==> config.mk <==
export PLATFORM = sky130hd
export DESIGN_NAME = execute
export DESIGN_NICKNAME = d
export VERILOG_FILES = /design/src/design/mips_pkg.sv /design/src/design/execute.sv
export SDC_FILE = /design/constraint.sdc
export NUM_CORES = 1
export LEC_CHECK = 0
export BUFFER_PORTS_ARGS = -buffer_cell sky130_fd_sc_hd__buf_4
export CORE_ASPECT_RATIO = 1.5
export CORE_MARGIN = 3
export CORE_UTILIZATION = 40
export DETAILED_ROUTE_END_ITERATION = 8
export GPL_ROUTABILITY_DRIVEN = 1
export PLACE_DENSITY_LB_ADDON = 0.08
export SLEW_MARGIN = 20
export SYNTH_ARGS = -nofsm -noshare
export SYNTH_HDL_FRONTEND = slang
export SYNTH_SLANG_ARGS = --single-unit
==> constraint.sdc <==
create_clock -name vclk -period 5.88
set_input_delay 0.294 -clock vclk [all_inputs]
set_output_delay 0.294 -clock vclk [all_outputs]
set_load 0.005 [all_outputs]
==> src/design/mips_pkg.sv <==
package mips_pkg;

   //////////////////////////////////////////////////////////////////////
   // Datapath widths.
   //////////////////////////////////////////////////////////////////////

   localparam int INSTR_W    = 32;
   localparam int DATA_W     = 32;
   localparam int NUM_REGS   = 32;
   localparam int REG_ADDR_W = 5;
   localparam int IMM_W      = 16;

   // Word addressed with 64 instructions.
   localparam int PC_W       = 6;

   //////////////////////////////////////////////////////////////////////
   // Opcodes and R-type function codes.
   //////////////////////////////////////////////////////////////////////

   localparam logic [5:0] OP_RTYPE = 6'd0;
   localparam logic [5:0] OP_BEQZ  = 6'd4;
   localparam logic [5:0] OP_ADDIU = 6'd9;
   localparam logic [5:0] OP_HALT  = 6'd63;

   localparam logic [5:0] FN_ADDU  = 6'h21;
   localparam logic [5:0] FN_SUBU  = 6'h23;
   localparam logic [5:0] FN_AND   = 6'h24;
   localparam logic [5:0] FN_OR    = 6'h25;
   localparam logic [5:0] FN_SLT   = 6'h2a;

   // ALU operation selected by the decoder.
   typedef enum logic [2:0] {
      ALU_ADD = 3'd0,
      ALU_SUB = 3'd1,
      ALU_AND = 3'd2,
      ALU_OR  = 3'd3,
      ALU_SLT = 3'd4
   } alu_op_t;

endpackage

==> src/design/execute.sv <==
`timescale 1ns/10ps

module execute
   import mips_pkg::*;
   (
      input  logic [DATA_W-1:0] i_data_a,
      input  logic [DATA_W-1:0] i_data_b,
      input  logic [DATA_W-1:0] i_imm_ext,
      input  logic              i_use_imm,
      input  alu_op_t           i_alu_op,
      output logic [DATA_W-1:0] o_result
   );

   logic [DATA_W-1:0] operand_b;
   logic              less_than;

   // Second operand is rt or the extended immediate.
   assign operand_b = i_use_imm ? i_imm_ext : i_data_b;
   assign less_than = $signed(i_data_a) < $signed(operand_b);

   always_comb begin
      case (i_alu_op)
         ALU_ADD: o_result = i_data_a + operand_b;
         ALU_SUB: o_result = i_data_a - operand_b;
         ALU_AND: o_result = i_data_a & operand_b;
         ALU_OR:  o_result = i_data_a | operand_b;
         ALU_SLT: o_result = {{(DATA_W-1){1'b0}}, less_than};
         default: o_result = '0;
      endcase
   end

endmodule

After elaboration in Yosys (flattened, before gate mapping). Index checks and enable logic that the tools add are counted.

Multiplexer cells: 2. Add/sub/neg operators: 2. Multiply operators: 0. Equal/unequal tests: 4. Shift-type cells: 0. Bitwise operators: 2. Order comparisons: 1. Reductions and logical operators: 1. Div/mod/pow operators: 0.

Operator list (number): 32-bit one-hot mux with 5 select lines (1); 32-bit adder (1); 32-bit bitwise AND (1); 32-bit < comparator (1); 32-bit 2-to-1 mux (1); 32-bit bitwise OR (1); 32-bit subtractor (1); 3-bit by 2-bit equality test with 1-bit output (second input constant) (2); 3-bit by 1-bit equality test with 1-bit output (second input constant) (1); 3-bit equality test (second input constant) (1); 3-bit zero test (1).

Register bits after elaboration: 0. Memories: 0. Logic and storage cells: 12. Bits of input ports: 100. Latch bits: 0. Bits in writable memories: 0. Memory bits (read-only): 0.

Longest topological paths before layout.
Word-level depth: 3. Depth in mapped cells: 16.

Least setup slack after synthesis. No wires, ideal clock.

Path kind: in2out. From: input port i_use_imm. To: output port o_result[18]. Stages: 15. Data required time: 5.586 ns. Path buffers: 2. Setup slack: 2.029 ns. Arrival: 3.557 ns. Cell sequence: clkbuf_1 buf_1 mux2i_1 inv_1 ha_1 fa_1 nor2_1 o311ai_2 a211oi_2 o21ai_2 a211oi_1 nor2_2 xnor2_1 mux4_2 nor2_1.

Longest elaborated chain between the ends: 3.

RTL lines: start, declared (line execute.sv:9) `input logic i_use_imm,`; 32-bit 2-to-1 mux (*) (line execute.sv:18) `assign operand_b = i_use_imm ? i_imm_ext : i_data_b;`; 32-bit subtractor (tied with other cells) (line execute.sv:24) `ALU_SUB: o_result = i_data_a - operand_b;`; 32-bit one-hot mux with 5 select lines (*) (line execute.sv:22) `case (i_alu_op)`; end, declared (line execute.sv:11) `output logic [DATA_W-1:0] o_result`.

Mark *: on every way between the ends. The rest lies on a longest branch, timed or not.

Worst setup path after layout.
From: input port i_use_imm. To: output port o_result[30].

Same word-level chain as after synthesis.

==> results.json <==
{
  "cp-start-kind": "input pin",
  "routed_wl_mm": 19.0,
  "num_vias": 6072,
  "start_util": 0.415,
  "cpMostUsedCell": "buf_4",
  "cp_slowest_cell": "a2111oi_1",
  "antenna_found_initial": 0,
  "dieArea_um2": 14600,
  "end_kind": "output pin",
  "ios": 132,
  "critPathArrivalTime_ns": 3.92,
  "path_class": "in2out",
  "setup-tns-final_ns": 0,
  "setup_violations": 0,
  "synth_area_leaders": "ha_1 25%, a21oi_1 8.4%, mux2i_1 7.2%",
  "dpl.hpwl_mm": 15.5,
  "drv_slew": 0,
  "detail-route-antenna-nets": 0,
  "viasPerCell": 5.88,
  "design_area_um2": 6280,
  "synth_cell_types": 70,
  "area_growth_pct": 19.7,
  "yosysSeqAreaShare": 0,
  "core_um2": 12600,
  "synthDominantCellAreaShare": 0.253,
  "netlist_area_um2": 5250,
  "track_usage": 0.247,
  "syn_inst": 783,
  "cp.required_ns": 5.59,
  "fillers": 1364,
  "drt_first_pass_iters": 6,
  "hp-class": "in2out",
  "yosysMostFrequentCell": "ha_1",
  "grt_max_degree": 92,
  "fp.dieW_um": 99.5,
  "rsz0062_at_grt": "no",
  "yosys_warnings": 0,
  "grt_pass1_vias": 6045,
  "detail_route.wl_per_cell_um": 18.4,
  "drv_cap": 0,
  "fp.dieH_um": 146,
  "ff_latch_area_um2": 0,
  "min_period_ns": 4.22,
  "clock_buffers": 0,
  "synth_nets": 991,
  "portBuffers": 132,
  "fmax_ghz": 0.237,
  "grt_pass1_wl_mm": 30.0,
  "critPathTopFamily": "compound AO/OA/AOI/OAI gates",
  "cp_num_buf_inv": 3,
  "cp_slowest_stage_delay_ns": 0.51,
  "synth_common_cells": "106 x ha_1, 98 x inv_1, 88 x a21oi_1",
  "first_iter_violations": 316,
  "place_congestion": 0.955,
  "flops_and_latches": 0,
  "cts_setup_buffers": 0,
  "crit_chain": "buf_4, mux2i_1, inv_1, ha_1, fa_1, nor2_1, o311ai_2, a211oi_2, o21ai_2, a2111oi_1, o21ai_0, a21oi_1, xnor2_1, o22ai_1, buf_4",
  "nets": 1087,
  "grt_overflow_total": 0,
  "drive_gt1_frac": 0.170,
  "synth_top_area_cell": "ha_1",
  "leakage_nw": 3.15,
  "antennaDiodeCount": 0,
  "finalHoldViolCount": 0,
  "syn_avg_cell_area_um2": 6.70,
  "outcome": "finished, final reports clean",
  "maxSlewHeadroom": 0.392,
  "worst-path-max-fanout": 32,
  "tightest_slew_ns": 0.912,
  "timing.final.crit_share": 0.717,
  "ctsHoldBuffers": 0,
  "placed_area_um2": 6280,
  "ctsResizeCount": 0,
  "row_count": 50,
  "ir_worst_vdd_mv": 0.0933,
  "drc": 0,
  "cellPowerDensity_nw_per_um2": 113
}
## layout by cell type, fill, tap and decap left out, types with 7 or more instances in the layout
cell,instances
o21bai_1,14
nand3_1,16
nor2_1,87
o211ai_1,11
nor3_1,12
o21a_1,9
inv_1,98
o22ai_1,13
nand2_1,45
a211oi_1,13
xnor2_1,24
a31oi_1,7
a21o_1,11
buf_4,133
o21ai_0,48
mux2i_1,38
ha_1,106
o31ai_1,7
a21oi_1,88
## cells by family after synthesis
logic type / after synthesis / share of synthesized area
buf+inv: 139 / 0.102
xor+xnor: 28 / 0.0467
fa+ha+maj: 108 / 0.260
simple gates: 200 / 0.173
mux: 41 / 0.0832
compound gates: 267 / 0.335
## report_power, final
group,internal [mW],switching (mW)
clock network,0,0
logic,0.296,0.415
registers,0,0
## final cells by class
class                      count  area, um2  area share
multi-input combinational    644       4710       0.750
timing repair buffer         133        998       0.159
inverter                     100        375      0.0597
tap                          156        195      0.0311
## routing by layer
metal | share of wire | GRT usage | up-vias | routed length (um)
met5 | 0 | 0 | - | 0
met4 | 0.029 | 0.0690 | 0 | 554
met3 | 0.050 | 0.0100 | 38 | 944
met2 | 0.54 | 0.484 | 226 | 10300
met1 | 0.38 | 0.283 | 2852 | 7210
li1 | - | - | 2956 | -
## metrics by stage
stage | hold WS [ns] | cells | util | setup slack [ns] | power, mW
6_report | 1.06 | 1033 | 0.497 | 1.66 | 0.711
4_1_cts | 1.06 | 1033 | 0.497 | 1.63 | 0.709
3_5_place_dp | 1.06 | 1033 | 0.497 | 1.64 | 0.706
2_1_floorplan | 0.762 | 783 | - | 2.03 | 0.468
3_3_place_gp | 1.05 | 1033 | 0.497 | 1.73 | 0.701
5_1_grt | 1.10 | 1033 | 0.497 | 1.40 | 0.781
## worst paths after layout
check	startpoint	cells after the start	to
hold / removal	i_alu_op[2]	3	o_result[3]
setup / recovery	i_use_imm	15	o_result[30]
Power figures use the tool's default switching activity.
