File: src/design/mips_pkg.sv
package mips_pkg;

   //////////////////////////////////////////////////////////////////////
   // Datapath widths.
   //////////////////////////////////////////////////////////////////////

   localparam int INSTR_W    = 32;
   localparam int DATA_W     = 32;
   localparam int NUM_REGS   = 32;
   localparam int REG_ADDR_W = 5;
   localparam int IMM_W      = 16;

   // Word addressed with 64 instructions.
   localparam int PC_W       = 6;

   //////////////////////////////////////////////////////////////////////
   // Opcodes and R-type function codes.
   //////////////////////////////////////////////////////////////////////

   localparam logic [5:0] OP_RTYPE = 6'd0;
   localparam logic [5:0] OP_BEQZ  = 6'd4;
   localparam logic [5:0] OP_ADDIU = 6'd9;
   localparam logic [5:0] OP_HALT  = 6'd63;

   localparam logic [5:0] FN_ADDU  = 6'h21;
   localparam logic [5:0] FN_SUBU  = 6'h23;
   localparam logic [5:0] FN_AND   = 6'h24;
   localparam logic [5:0] FN_OR    = 6'h25;
   localparam logic [5:0] FN_SLT   = 6'h2a;

   // ALU operation selected by the decoder.
   typedef enum logic [2:0] {
      ALU_ADD = 3'd0,
      ALU_SUB = 3'd1,
      ALU_AND = 3'd2,
      ALU_OR  = 3'd3,
      ALU_SLT = 3'd4
   } alu_op_t;

endpackage

File: src/design/instr_fetch.sv
`timescale 1ns/10ps

module instr_fetch
   import mips_pkg::*;
   (
      input  logic               i_clock,
      input  logic               i_arst_n,
      input  logic               i_run,
      input  logic               i_load_en,
      input  logic [PC_W-1:0]    i_load_addr,
      input  logic [INSTR_W-1:0] i_load_data,
      input  logic               i_branch_taken,
      input  logic [PC_W-1:0]    i_branch_target,
      input  logic               i_is_halt,
      output logic [INSTR_W-1:0] o_instr,
      output logic [PC_W-1:0]    o_pc,
      output logic [PC_W-1:0]    o_pc_plus1,
      output logic               o_running,
      output logic               o_halt
   );

   logic [INSTR_W-1:0] imem [0:(2**PC_W)-1];
   logic [PC_W-1:0]    pc;
   logic               halted;

   // Program load only while the core is idle.
   always_ff @(posedge i_clock) begin
      if (i_load_en && !i_run) begin
         imem[i_load_addr] <= i_load_data;
      end
   end

   assign o_instr    = imem[pc];
   assign o_pc_plus1 = pc + 1'b1;
   assign o_running  = i_run && !halted;

   //////////////////////////////////////////////////////////////////////
   // PC and halt state.
   //////////////////////////////////////////////////////////////////////

   // PC stays on the HALT word once it executes.
   always_ff @(posedge i_clock or negedge i_arst_n) begin
      if (!i_arst_n) begin
         pc     <= '0;
         halted <= 1'b0;
      end else if (o_running) begin
         if (i_is_halt) begin
            halted <= 1'b1;
         end else if (i_branch_taken) begin
            pc <= i_branch_target;
         end else begin
            pc <= o_pc_plus1;
         end
      end
   end

   assign o_pc   = pc;
   assign o_halt = halted;

endmodule

File: config.mk
export PLATFORM = sky130hd
export DESIGN_NAME = instr_fetch
export DESIGN_NICKNAME = d
export VERILOG_FILES = /design/src/design/mips_pkg.sv /design/src/design/instr_fetch.sv
export SDC_FILE = /design/constraint.sdc
export NUM_CORES = 2
export LEC_CHECK = 0
export BUFFER_PORTS_ARGS = -buffer_cell sky130_fd_sc_hd__buf_2
export CAP_MARGIN = 30
export CORE_ASPECT_RATIO = 1.1
export CORE_MARGIN = 5
export CORE_UTILIZATION = 45
export CTS_CLUSTER_DIAMETER = 100
export DETAILED_ROUTE_END_ITERATION = 7
export GPL_TIMING_DRIVEN = 0
export SLEW_MARGIN = 20
export SYNTH_ARGS = -nofsm -noshare
export SYNTH_HDL_FRONTEND = slang
export SYNTH_SLANG_ARGS = --single-unit
File: constraint.sdc
create_clock -name i_clock -period 2.3 [get_ports i_clock]
set_input_delay 0.23 -clock i_clock [delete_from_list [all_inputs] [get_ports i_clock]]
set_output_delay 0.23 -clock i_clock [all_outputs]
set_load 0.02 [all_outputs]
# ---- Word level (Yosys, flattened, before mapping)
# Memory sizes are Yosys's and may differ from the RTL's.
# Cells that the tools add are included.
dict set report word_totals {
  register_bits 7
  ramBits 2048
  input_bits 50
  output_inout_bits 46
  elab_cells 14
  n_memories 1
}
dict set report classes {
  addsub 1
  mux 3
  bitwise 1
  reduce_logical 6
}
# name depth width rd rd_ports_with_merged_regs wr line_no
set mem_list {}
lappend mem_list {imem 64 32 1 0 1 instr_fetch.sv:22} ;# logic [INSTR_W-1:0] imem [0:(2**PC_W)-1];
# op n
set op_table {}
lappend op_table {{adder 6 x 1 -> 6 bit, second input constant} 1}
lappend op_table {{2-to-1 mux 6 bit} 1}
lappend op_table {{AND reduction 2 bit} 2}
lappend op_table {{logical AND 1 bit} 2}
lappend op_table {{zero test 1 bit} 2}
lappend op_table {{2-to-1 mux 1 bit} 2}
lappend op_table {{NOT 1 bit} 1}

# ---- Logic depth before layout (Yosys ltp)
dict set report logic_depth {
  depth_word 4
  ltp_mapped 10
  ltp_nobuf 5
}

# ---- Worst setup path before layout
# OpenSTA, ideal clock, no wires.
dict set report synth_path {
  path_type {in2reg}
  startpoint {input i_load_addr[3]}
  endpoint {memory imem[10][0] (enable)}
  setup_ps 421
  arrival_time_ps 2419
  t_required_ps 1879
  setup_slack_ps -540
  cell_stages 4
  n_path_buf 2
  cell_sequence {clkbuf_1 > or3b_2 > clkbuf_1 > nor2_1}
}
# item line_no
set synth_lines {}
lappend synth_lines {{start, declared} instr_fetch.sv:10} ;# input logic [PC_W-1:0] i_load_addr,
lappend synth_lines {{end, declared} instr_fetch.sv:22}
# Straight into the memory's write port.

# ---- Worst setup path after layout
dict set report layout_path {
  startpoint {register pc[0], in the netlist o_pc[0]}
  endpoint {output o_instr[3]}
}
dict set report layout_via {
  elab_chain_len 1
}
# item line_no
set layout_rtl {}
lappend layout_rtl {{start, declared} instr_fetch.sv:23} ;# logic [PC_W-1:0] pc;
lappend layout_rtl {{start signal, assigned} instr_fetch.sv:50} ;# pc <= i_branch_target;
lappend layout_rtl {{start signal, assigned} instr_fetch.sv:52} ;# pc <= o_pc_plus1;
lappend layout_rtl {{memory read (64 x 32 bit)} n/a}
lappend layout_rtl {{end, declared} instr_fetch.sv:15} ;# output logic [INSTR_W-1:0] o_instr,
# Every way passes these cells.

==> flow_metrics.py <==
metrics = {
    "timing": {
        "worst_slew_pin_slew_ns": 0.977,
        "rsz0062_at_grt": "yes",
        "worst_clock_skew_ns": 0.00226,
        "tns_ns": -47.07,
        "timing.final.ws_setup_ns": -1.47,
        "hold_slack_ns": 0.0861,
        "slew_viol_final": 0,
        "final-hold-violation-count": 0,
        "fmax_mhz": 265,
        "final.period_utilization": 1.64,
        "setup_violations": 38,
        "min_period_ns": 3.77,
        "max_slew_margin": 0.347,
    },
    "placed_design": {
        "io_buffers": 91,
        "gp_congestion": 0.853,
        "hpwl_mm": 171,
    },
    "final_layout": {
        "drive_gt1_frac": 0.330,
        "nets": 4183,
        "syn2layout_area_growth_pct": 21.8,
    },
    "synth": {
        "yosysWarnings": 0,
        "ys_seq_elements": 2055,
        "syn_inst": 3578,
        "yosysTopAreaCell": "edfxtp_1",
        "synth_edf_count": 2048,
        "yosys-top-cells-area": "edfxtp_1, mux4_2, mux2i_1, a22oi_1, buf_2",
        "syn_nets": 3629,
        "synth.top_cell.area_share": 0.781,
        "yosys.cell_types.count": 54,
        "netlist_area_sq_um": 78800,
        "ys_seq_area_frac": 0.783,
        "ys.flop_type": "edfxtp_1",
        "postSynthAreaPerCell_sq_um": 22.0,
        "synthArstFlopShare": 0.00341,
    },
    "route": {
        "dr.pass1.iters": 5,
        "avgViaCountPerCell": 6.34,
        "routed_wl_mm": 250,
        "wl_per_cell_um": 37.9,
        "antenna_left": 0,
        "drtIter0Drc": 6087,
        "route.detailed.drc": 0,
        "vias": 41790,
    },
    "clock_tree": {
        "clkSinkCount": 2055,
        "cts.path.max_buffers": 3,
        "cts_tree": "yes",
        "numCtsBuffers": 199,
        "h-tree-depth": 4,
        "clk_transition_reported_paths_ns": 0.06,
        "clk-insertion-delay-late_ns": 0.85,
        "cts-root-buf": "clkbuf_16",
    },
    "hold_path": {
        "worstHoldEndpoint": "o_pc[0]",
        "worstHoldPathCells": 5,
        "min_from": "i_run",
        "hold_class": "input pin to register",
    },
    "worst_setup_path": {
        "startpoint_type": "register",
        "ff2ff_path_depth": 9,
        "regToRegEndpoint": "o_pc[5]",
        "cp-end-kind": "output pin",
        "required_ns": 2.07,
        "rr_startpoint": "o_pc[0]",
        "setup.worst_path.class": "register to output pin",
        "arrival_ns": 3.54,
        "path_max_fanout": 9,
        "r2r_setup_slack_ns": -0.02,
    },
    "die": {
        "die_y_um": 449,
        "core_sq_um": 175000,
        "dieArea_sq_um": 184000,
        "start_util": 0.451,
        "die_w_um": 409,
        "rows": 161,
        "pin_count": 96,
    },
    "grt": {
        "grt_pass1_wl_mm": 339,
        "overflow": 0,
        "grt_antenna_before_repair": 10,
        "track_usage": 0.269,
        "grt_pass1_vias": 40583,
        "grt_max_degree": 65,
    },
    "pwr": {
        "peakVddDrop_mv": 0.718,
        "p_leak_nw": 30.2,
        "power_density_nw_per_um2": 954,
    },
    "run": {
        "drv_cap": 0,
    },
    "run_status": {
        "violations": "setup timing",
        "outcome": "finished, violations left",
    },
}
[worst max path at each step]
stage	from	to	cells after the start
after floorplan	i_load_addr[4]	imem[0][0]	4
after global placement	i_run	imem[46][2]	4
after detailed placement	o_pc[1]	o_instr[20]	9
after CTS	o_pc[0]	o_instr[13]	9
after global routing	o_pc[0]	o_instr[13]	9
final	o_pc[0]	o_instr[3]	8
[placed cells by master (no fill, tap or decap), types with 29 or more instances in the layout]
cell type / Yosys / final
mux4_2: 394 / 397
o221ai_1: 33 / 32
nor2_4: 0 / 68
buf_2: 89 / 75
nand2_1: 51 / 35
buf_4: 31 / 89
a22oi_2: 0 / 29
buf_8: 1 / 37
mux2i_1: 283 / 273
edfxtp_1: 2048 / 2048
dlygate4sd3_1: 0 / 46
clkinv_2: 0 / 34
clkbuf_1: 61 / 56
a221oi_1: 47 / 34
o21ai_0: 57 / 29
o22ai_1: 33 / 29
buf_6: 16 / 59
clkinv_1: 1 / 59
buf_12: 5 / 124
a21oi_1: 58 / 35
clkbuf_16: 0 / 199
a22oi_1: 92 / 63
buf_16: 0 / 70
[critical path, cell delays in order (launching register included)]
cell and delay (ns):
dfrtp_2 0.46, buf_12 0.19, clkinv_2 0.34, clkbuf_1 0.36, buf_8 0.23, o21ai_0 0.36, o211ai_1 0.20, a22o_4 0.34
buf_2 0.17
[report_power, final]
group	switching [W]	internal, W
Sequential	0.0000894	0.0413
Combinational	0.0105	0.00714
Clock	0.0144	0.0180
Total	0.0250	0.0665
[state kept, by name (all words and copies together), names as in the netlist]
name,flops
imem,2048
o_halt,1
o_pc,6
[kinds of logic (layout without fill, tap and decap cells)]
kind of cell               count (synthesis)  count (layout)  synth area share
muxes                                    683             683             0.151
buffers and inverters                    210             935            0.0156
xor gates and xnor gates                   4               4          0.000445
AOI/OAI and AO/OA                        423             423            0.0380
DFF                                     2055            2055             0.783
other                                      0               7                 0
adders and majority gates                  1               1          0.000159
and+or+nand+nor                          202             202            0.0123
[cell usage after synthesis, drive strengths merged, types with 3 or more instances]
cell type,instances
a221oi,47
nand3b,15
a21boi,6
and2,3
nand2b,4
o21ai,57
a211oi,37
clkbuf,61
mux2i,283
xnor2,3
o211ai,7
nor2b,10
o22ai,33
and3,6
mux4,400
a22o,37
edfxtp,2048
o221ai,33
a21oi,58
nand2,51
nand4b,5
nor2,76
nor3b,3
buf,146
dfrtp,7
a31oi,8
nand3,18
a22oi,92
[stage by stage]
stage | cell area [sq um] | utilization | instances | setup WS [ns] | power [W]
final | 95900 | 0.549 | 6592 | -1.47 | 0.0915
after global routing | 95900 | 0.549 | 6589 | -1.50 | 0.0937
after CTS | 95100 | 0.544 | 6542 | -1.49 | 0.0911
after detailed placement | 85900 | 0.492 | 6107 | -2.08 | 0.0570
after global placement | 82100 | 0.470 | 5951 | -3.49 | 0.0566
after floorplan | 78800 | - | 3578 | -0.400 | 0.0503
[cell type report]
cell class	count	area [sq um]
plain buffers	207	2650
well taps	2282	2860
multi-input cells	1313	17400
flip-flops and latches	2055	61700
clock buffers	239	5130
repair buffers	353	4870
inverters	3	15.0
fillers	12829	78700
diodes	7	17.5
clock inverters	133	1290
[timing repair]
item / 4_1_cts / 5_1_grt
hold endpoints to repair: 979 / 268
endpoints found under the setup margin: 43 / 84
hold buffers: 41 / 5
pin swaps: 37 / 20
buffers inserted: 22 / 36
gates resized for setup: 595 / 86
[metal layers]
layer | share of wire | track usage | up-vias
li1 | - | - | 16411
met1 | 0.37 | 0.358 | 22318
met2 | 0.47 | 0.416 | 2562
met3 | 0.10 | 0.0638 | 499
met4 | 0.059 | 0.143 | 0
met5 | 0 | 0 | -
(Power assumes the default switching activity.)
