==> src/design/mips_pkg.sv <==
package mips_pkg;

   //////////////////////////////////////////////////////////////////////
   // Datapath widths.
   //////////////////////////////////////////////////////////////////////

   localparam int INSTR_W    = 32;
   localparam int DATA_W     = 32;
   localparam int NUM_REGS   = 32;
   localparam int REG_ADDR_W = 5;
   localparam int IMM_W      = 16;

   // Word addressed with 64 instructions.
   localparam int PC_W       = 6;

   //////////////////////////////////////////////////////////////////////
   // Opcodes and R-type function codes.
   //////////////////////////////////////////////////////////////////////

   localparam logic [5:0] OP_RTYPE = 6'd0;
   localparam logic [5:0] OP_BEQZ  = 6'd4;
   localparam logic [5:0] OP_ADDIU = 6'd9;
   localparam logic [5:0] OP_HALT  = 6'd63;

   localparam logic [5:0] FN_ADDU  = 6'h21;
   localparam logic [5:0] FN_SUBU  = 6'h23;
   localparam logic [5:0] FN_AND   = 6'h24;
   localparam logic [5:0] FN_OR    = 6'h25;
   localparam logic [5:0] FN_SLT   = 6'h2a;

   // ALU operation selected by the decoder.
   typedef enum logic [2:0] {
      ALU_ADD = 3'd0,
      ALU_SUB = 3'd1,
      ALU_AND = 3'd2,
      ALU_OR  = 3'd3,
      ALU_SLT = 3'd4
   } alu_op_t;

endpackage

==> src/design/decoder.sv <==
`timescale 1ns/10ps

module decoder
   import mips_pkg::*;
   (
      input  logic [INSTR_W-1:0]    i_instruction,
      output logic [REG_ADDR_W-1:0] o_reg_a,
      output logic [REG_ADDR_W-1:0] o_reg_b,
      output logic [REG_ADDR_W-1:0] o_reg_w,
      output logic [IMM_W-1:0]      o_immediate,
      output alu_op_t               o_alu_op,
      output logic                  o_use_imm,
      output logic                  o_wr_en,
      output logic                  o_flag_branch,
      output logic                  o_is_halt
   );

   logic [5:0]            opcode;
   logic [5:0]            funct;
   logic [REG_ADDR_W-1:0] rd;

   // Fixed MIPS field positions.
   assign opcode      = i_instruction[31:26];
   assign o_reg_a     = i_instruction[25:21];
   assign o_reg_b     = i_instruction[20:16];
   assign rd          = i_instruction[15:11];
   assign funct       = i_instruction[5:0];
   assign o_immediate = i_instruction[IMM_W-1:0];

   always_comb begin
      o_reg_w       = rd;
      o_alu_op      = ALU_ADD;
      o_use_imm     = 1'b0;
      o_wr_en       = 1'b0;
      o_flag_branch = 1'b0;
      o_is_halt     = 1'b0;
      case (opcode)
         OP_RTYPE: begin
            o_wr_en = 1'b1;
            case (funct)
               FN_ADDU: o_alu_op = ALU_ADD;
               FN_SUBU: o_alu_op = ALU_SUB;
               FN_AND:  o_alu_op = ALU_AND;
               FN_OR:   o_alu_op = ALU_OR;
               FN_SLT:  o_alu_op = ALU_SLT;
               // Unknown function writes nothing.
               default: o_wr_en  = 1'b0;
            endcase
         end
         OP_ADDIU: begin
            o_reg_w   = o_reg_b;
            o_use_imm = 1'b1;
            o_wr_en   = 1'b1;
         end
         OP_BEQZ: o_flag_branch = 1'b1;
         OP_HALT: o_is_halt     = 1'b1;
         default: ;
      endcase
   end

endmodule

==> src/design/register_file.sv <==
`timescale 1ns/10ps

module register_file
   import mips_pkg::*;
   (
      input  logic                  i_clock,
      input  logic                  i_arst_n,
      input  logic [REG_ADDR_W-1:0] i_reg_a,
      input  logic [REG_ADDR_W-1:0] i_reg_b,
      input  logic [REG_ADDR_W-1:0] i_reg_write,
      input  logic [DATA_W-1:0]     i_data_write,
      input  logic                  i_control_write,
      output logic [DATA_W-1:0]     o_data_a,
      output logic [DATA_W-1:0]     o_data_b
   );

   logic [DATA_W-1:0] regs [0:NUM_REGS-1];

   // Writes to register 0 are dropped.
   always_ff @(posedge i_clock or negedge i_arst_n) begin
      if (!i_arst_n) begin
         for (int i = 0; i < NUM_REGS; i++) begin
            regs[i] <= '0;
         end
      end else if (i_control_write && (i_reg_write != '0)) begin
         regs[i_reg_write] <= i_data_write;
      end
   end

   // Asynchronous reads.
   assign o_data_a = (i_reg_a == '0) ? '0 : regs[i_reg_a];
   assign o_data_b = (i_reg_b == '0) ? '0 : regs[i_reg_b];

endmodule

==> src/design/instr_decode.sv <==
`timescale 1ns/10ps

module instr_decode
   import mips_pkg::*;
   (
      input  logic                  i_clock,
      input  logic                  i_arst_n,
      input  logic [INSTR_W-1:0]    i_instruction,
      input  logic [PC_W-1:0]       i_pc_plus1,
      input  logic                  i_running,
      input  logic [DATA_W-1:0]     i_wb_data,
      output logic [DATA_W-1:0]     o_data_a,
      output logic [DATA_W-1:0]     o_data_b,
      output logic [DATA_W-1:0]     o_imm_ext,
      output logic                  o_use_imm,
      output alu_op_t               o_alu_op,
      output logic                  o_wr_en,
      output logic [REG_ADDR_W-1:0] o_wr_reg,
      output logic                  o_branch_taken,
      output logic [PC_W-1:0]       o_branch_target,
      output logic                  o_is_halt
   );

   logic [REG_ADDR_W-1:0] reg_a;
   logic [REG_ADDR_W-1:0] reg_b;
   logic [IMM_W-1:0]      immediate;
   logic                  dec_wr_en;
   logic                  flag_branch;

   decoder u_decoder_1 (
      .i_instruction (i_instruction),
      .o_reg_a       (reg_a),
      .o_reg_b       (reg_b),
      .o_reg_w       (o_wr_reg),
      .o_immediate   (immediate),
      .o_alu_op      (o_alu_op),
      .o_use_imm     (o_use_imm),
      .o_wr_en       (dec_wr_en),
      .o_flag_branch (flag_branch),
      .o_is_halt     (o_is_halt)
   );

   assign o_wr_en = dec_wr_en && i_running;

   register_file u_register_file_1 (
      .i_clock         (i_clock),
      .i_arst_n        (i_arst_n),
      .i_reg_a         (reg_a),
      .i_reg_b         (reg_b),
      .i_reg_write     (o_wr_reg),
      .i_data_write    (i_wb_data),
      .i_control_write (o_wr_en),
      .o_data_a        (o_data_a),
      .o_data_b        (o_data_b)
   );

   //////////////////////////////////////////////////////////////////////
   // Immediate and branch.
   //////////////////////////////////////////////////////////////////////

   assign o_imm_ext = {{(DATA_W-IMM_W){immediate[IMM_W-1]}}, immediate};

   // PC counts words, so the offset is added unshifted.
   assign o_branch_target = i_pc_plus1 + o_imm_ext[PC_W-1:0];
   assign o_branch_taken  = flag_branch && (o_data_a == '0) && i_running;

endmodule

==> config.mk <==
export PLATFORM = sky130hd
export DESIGN_NAME = instr_decode
export DESIGN_NICKNAME = d
export VERILOG_FILES = /design/src/design/mips_pkg.sv /design/src/design/decoder.sv /design/src/design/register_file.sv /design/src/design/instr_decode.sv
export SDC_FILE = /design/constraint.sdc
export NUM_CORES = 2
export LEC_CHECK = 0
export BUFFER_PORTS_ARGS = -buffer_cell sky130_fd_sc_hd__buf_2
export CAP_MARGIN = 20
export CORE_AREA = 2 2 488 248
export CTS_BUF_LIST = sky130_fd_sc_hd__clkbuf_4 sky130_fd_sc_hd__clkbuf_8
export DETAILED_ROUTE_END_ITERATION = 16
export DIE_AREA = 0 0 490 250
export PLACE_DENSITY = 0.65
export SYNTH_ARGS = -nofsm -noshare
export SYNTH_HDL_FRONTEND = slang
export SYNTH_SLANG_ARGS = --single-unit
export TNS_END_PERCENT = 5
==> constraint.sdc <==
create_clock -name i_clock -period 3.5 [get_ports i_clock]
set_input_delay 0.7 -clock i_clock [delete_from_list [all_inputs] [get_ports i_clock]]
set_output_delay 0.7 -clock i_clock [all_outputs]
set_load 0.03 [all_outputs]
-- Yosys cells after proc, flatten, opt, wreduce, memory -nomap -nowiden
Index checks and enable logic that the tools add are counted.
- register bits after elaboration: 1024
- input bits: 73
- output and inout port bits: 114
- add/subtract/negate cells: 1
- $lt $le $gt $ge: 4
- equality and inequality tests: 8
- muxes and demuxes: 19
- bitwise operators: 3
- reductions and logical operators: 11
- operators by type and width (kind ; number):
    $bwmux 1024 ; 1
    $bmux 32 s5 ; 2
    $mux 32 ; 7
    $demux 32 s5 ; 1
    $eq 6x6->1 const B ; 6
    $logic_not 32->1 ; 1
    $ge 6x6->1 const B ; 3
    $not 5->6 ; 3
    $pmux 3 s4 ; 1
    $logic_not 5->1 ; 2
    $add 6x6->6 ; 1
    $eq 6x3->1 const B ; 1
    $eq 6x4->1 const B ; 1
    $logic_not 6->1 ; 1
    $lt 6x1->1 const B ; 1
    $logic_and 1x1->1 ; 5
    $mux 5 ; 1
    $reduce_bool 5->1 ; 1
    $reduce_or 5->1 ; 1
    $mux 1 ; 4
    $mux 3 ; 1
    $pmux 1 s2 ; 1

-- Logic depth before layout (Yosys ltp)
- depth after elaboration: 8
- depth in mapped cells: 13
- gate-level depth less buffers: 8

-- Cells and area by module
From an unflattened synthesis, not the netlist that was laid out.
- cells, all modules: 3720
- area, all modules: 55141.6 µm²
- modules (own cells, without submodules) (module ; times used ; cells an instance ; area each (µm²) ; sequential area each (µm²)):
    register_file ; 1 ; 3621 ; 54369.6 ; 25624.6
    instr_decode ; 1 ; 50 ; 389.1 ; 0.0
    decoder ; 1 ; 49 ; 382.9 ; 0.0

-- Worst setup path before layout
OpenSTA, ideal clock, no wires.
- path type: in2out
- from: input i_instruction[21]
- to: output o_branch_taken
- arrival time: 3.659 ns
- required time: 2.800 ns
- path slack: -0.859 ns
- stages on the path: 11
- buffers on the path: 6
- cell sequence: buf_6 -> buf_6 -> buf_6 -> buf_2 -> buf_4 -> buf_2 -> o32ai_1 -> nor4_1 -> a211oi_1 -> and4bb_1 -> and4_1
- word-level cells in the longest chain between the ends: 8
- elaborated cells between the ends (all ways): 9
- those cells by class: 4 x mux; 1 x bitwise; 4 x reduce/logical
- ends and longest elaborated chain (item ; RTL line ; text):
    start, declared ; instr_decode.sv:8 ; input logic [INSTR_W-1:0] i_instruction,
    $not 5->6 (implied by the code) ; register_file.sv:31 ; assign o_data_a = (i_reg_a == '0) ? '0 : regs[i_reg_a];
    $bmux 32 s5 ; register_file.sv:31 ;
    $mux 32 (implied by the code) (2 in a row) ; register_file.sv:31 ;
    $mux 32 * ; register_file.sv:31 ;
    named net o_data_a[15] ; instr_decode.sv:12 ; output logic [DATA_W-1:0] o_data_a,
    $logic_not 32->1 * ; instr_decode.sv:65 ; assign o_branch_taken = flag_branch && (o_data_a == '0) && i_running;
    $logic_and 1x1->1 * (2 in a row) ; instr_decode.sv:65 ;
    end, declared ; instr_decode.sv:19 ; output logic o_branch_taken,
The timed path passes the listed nets; every way through them passes the cells marked *. The select of a mux whose other input is x is not followed.

-- Worst setup path after layout
- from: register u_register_file_1.regs[129] (netlist bit)
- to: output o_branch_taken
- word-level cells in the longest chain between the ends: 7
- ends and longest elaborated chain (item ; RTL line ; text):
    start, declared ; register_file.sv:17 ; logic [DATA_W-1:0] regs [0:NUM_REGS-1];
    start signal, assigned by index ; register_file.sv:26 ; regs[i_reg_write] <= i_data_write;
    $bmux 32 s5 ; register_file.sv:31 ;
    $mux 32 (implied by the code) (2 in a row) ; register_file.sv:31 ;
    $mux 32 ; register_file.sv:31 ;
    $logic_not 32->1 ; instr_decode.sv:65 ;
    $logic_and 1x1->1 (2 in a row) ; instr_decode.sv:65 ;
No other way between the ends. The select of a mux whose other input is x is not followed.

==> impl_results.md <==
- Outcome: finished with violations
- Failing checks: setup timing
- Peak Freq: about 0.22 GHz
- Via/cell ratio: about 6.5
- FF+latch count, synth: between 1k and 1.5k
- Worst path bufs/invs: 1
- Critical hold path startpoint: u_register_file_1.regs[1010]
- Sequential Power Share: about half
- GRT Residual Overflow: 0
- Crit path capture type: output port
- Area Growth Syn to Fin: 19.6%
- Post-route insts no fill: 5665
- FF-to-FF Start: u_register_file_1.regs[321]
- Area contributors post-synth: dfrtp_1 (46%), mux4_2 (22%), mux2_2 (18%)
- DRT iter0 DRCs: 4443
- Critical Path, Cell by Cell: mux4_2, mux4_2, nor2_4, nor4_2, or4_4, and4bb_2, and4_4, buf_6
- Setup violators final: 34
- Final Hold Viols: 0
- Site Rows: 90
- Total CTS buffers: between 100 and 150
- GP Congestion: between 0.8 and 0.9
- Largest net degree at the start of global routing: 100
- Clock Path Buffers: 3
- Min Tclk post-route: 4.50 ns
- Vias in the first global route: 37.1k
- Crit Path Max Fanout: 3
- Slowest library cell on the worst path: mux4_2
- Top FF cell, synth: dfrtp_1
- DR WL met2: around 80000 um
- RSZ-0062 raised after global routing: yes
- Synth Area per Inst: around 16 sq um
- Final period util: 129%
- CTS tree: yes
- FF-to-FF End: u_register_file_1.regs[321]
- Initial core utilization: 46.5%
- Unique cell type count in the Yosys netlist: 74
- Max layer used: met5
- WL met3: 21000 um
- Drt first pass iters: 7
- Maxcap violations: 0
- Syn Inst Count: 3522
- Pleak: ~0.031 uW
- PwrDens: about 380 mW/mm^2
- Yosys warns: 0
- Core ar.: about 0.12 sq mm
- # port buffers: around 180
- Required @ worst endpoint: between 2 and 3 ns
- Hold Crit Endpoint: u_register_file_1.regs[1010]
- Post-Route WL: 189000 um
- Max reg flops: 1024
- Number of synthesized flops with an enable pin: 0
- Inst Count DP: around 5.4k
- Critical path type: reg2out
- DRC violations left: 0
- Psw: roughly 6600 uW
- Worst Skew: 0 ns
- # IOs: 187
- M1 wire length: 84000 um
- Min-Delay Path Class: reg2reg
- Critical Path Start Type: flip-flop
- Worst EP arrival: between 3 and 4 ns
- Fin worst setup slack: -0.998 ns
- Clock latency on the worst-skew pair: between 0.8 and 0.9 ns
- Power share of the combinational group: roughly 10%
- Clk slew on worst S/H paths: about 0.060 ns
- Top-count cell post-synth: dfrtp_1
- Htree depth: 4
- Reg with most FFs: u_register_file_1.regs
- CP top delay family: simple AND/OR/NAND/NOR gates
- Synth area leader: dfrtp_1
- Share of the synthesized area in the top cell type: 46.4%
- Die area: 0.123 sq mm
- Share of layout cells above drive strength 1: between 60 and 70%
- Dpl hpwl: 122000 um
- Multi-input logic area: around 0.028 sq mm
- VDD IR-drop max: between 0.4 and 0.5 mV
- Slew Limit Headroom: about half
- Detail Route Antenna Nets: 0
- Wirelength per Cell: roughly 33 um
- First-pass GRT wire length: roughly 270000 um
- Cell mode on critical path: mux4_2
- Storage cell area: 0.0256 sq mm
- Crit path largest cell delay: between 0.5 and 0.6 ns
- Setup TNS: -3.52 ns
- Register-to-register setup slack: 2.57 ns
- Die Span X: just under 500 um
- Synthesized net count: approximately 3.6k
- CTS Root Cell: clkbuf_8
- Sw frac: between 20% and 30%
- Int Pwr: around 18000 uW
- Hold Crit Depth: 0
- Slew @ Worst Pin: about 0.74 ns
- Die Y: roughly 250 um
- Commonest cells in the netlist: dfrtp_1 (1024), mux2_2 (868), mux4_2 (550)
- Clock Power Share: around two fifths
- Sink Count: 1024
- # fillers: 9436
- Synth async-reset ratio: 100%
- Via count: about 37k
- Worst reg-to-reg path cell count: 2
- Register area share after synthesis: a little under half
- Largest regs: u_register_file_1.regs (1024)
- GRT Util Overall: a little under a third
- Synthesized area: 0.0552 sq mm
- Final net count: approximately 4k
- Max-slew violation count: 0
- Antenna violations before repair: 7
-- cell usage in the layout (no fill, tap or decap), types with 34 or more instances in the layout --
| master | instances |
|---|---|
| a22oi_1 | 34 |
| buf_2 | 134 |
| mux2_1 | 137 |
| mux4_2 | 556 |
| mux2_2 | 868 |
| clkbuf_4 | 39 |
| nand2_1 | 57 |
| buf_6 | 65 |
| buf_12 | 147 |
| clkbuf_8 | 179 |
| mux2i_1 | 73 |
| buf_4 | 342 |
| dfrtp_1 | 1024 |
-- layer usage --
layer | GRT usage [%] | vias to the layer above
li1 | - | 14500
met1 | 47.6 | 20000
met2 | 42.1 | 2132
met3 | 9.27 | 314
met4 | 8.96 | 4
met5 | 0 | -
-- area by class of cell --
class                           instances  share of cell area (%)
Antenna cell                            5                  0.0190
Clock buffer                          218                    4.18
Clock inverter                         38                   0.487
Inverter                               16                   0.102
Multi-Input combinational cell       2049                    42.3
Sequential cell                      1024                    38.8
Tap cell                             1610                    3.05
Timing Repair Buffer                  705                    11.0
-- power by group through the flow --
stage / clock network, uW / registers (uW) / logic (uW)
finish: 10300 / 12000 / 2570
detailed placement: 0 / 12200 / 2450
CTS: 10400 / 12000 / 2540
floorplan: 0 / 12200 / 1270
global route: 11000 / 12000 / 2710
global placement: 0 / 12200 / 2430
-- kinds of logic (layout without fill, tap and decap cells) --
| group | count (synthesis) | count (layout) | share of synthesized area, % |
|---|---|---|---|
| multiplexers | 1652 | 1652 | 45.0 |
| flip-flops | 1024 | 1024 | 46.4 |
| other | 0 | 5 | 0 |
| AND/OR/NAND/NOR | 233 | 233 | 2.14 |
| XOR/XNOR | 6 | 6 | 0.0952 |
| AO/OA/AOI/OAI | 152 | 152 | 1.96 |
| buffers and inverters | 449 | 977 | 4.23 |
| adder cells (fa/ha/maj) | 6 | 6 | 0.150 |
-- stage by stage --
step	hold slack [ns]	area (sq um)	setup WS (ns)	util (%)	total power, uW
2_1_floorplan	0.404	55400	-0.379	-	13500
3_3_place_gp	0.361	61800	-1.40	52.0	14700
3_5_place_dp	0.363	61800	-1.40	52.0	14700
4_1_cts	0.366	65700	-1.03	55.3	25000
5_1_grt	0.386	66000	-1.03	55.6	25800
6_report	0.375	66000	-0.998	55.6	24900
-- worst register-to-register path, stage by stage, from the launching register on --
cell and delay (ns):
dfrtp_1 0.42, buf_6 0.14, mux2_2 0.26
-- how the worst max path moves through the flow --
| stage | start | to | slack [ns] | cells after the start |
|---|---|---|---|---|
| after floorplan | i_instruction[21] | o_branch_taken | -0.38 | 10 |
| after global placement | i_instruction[21] | o_branch_taken | -1.40 | 12 |
| after detailed placement | i_instruction[21] | o_branch_taken | -1.40 | 12 |
| after CTS | u_register_file_1.regs[1] | o_branch_taken | -1.03 | 8 |
| after global routing | u_register_file_1.regs[1] | o_branch_taken | -1.03 | 8 |
| final | u_register_file_1.regs[129] | o_branch_taken | -1.0 | 8 |
-- repair_timing --
item,CTS,global route
cloned,1,1
gates resized for setup,171,57
endpoints found under the setup margin,64,57
endpoints found under the hold margin,37,0
hold buffers,1,0
buffers inserted,20,4
pin swaps,16,7
(Power assumes the default switching activity.)
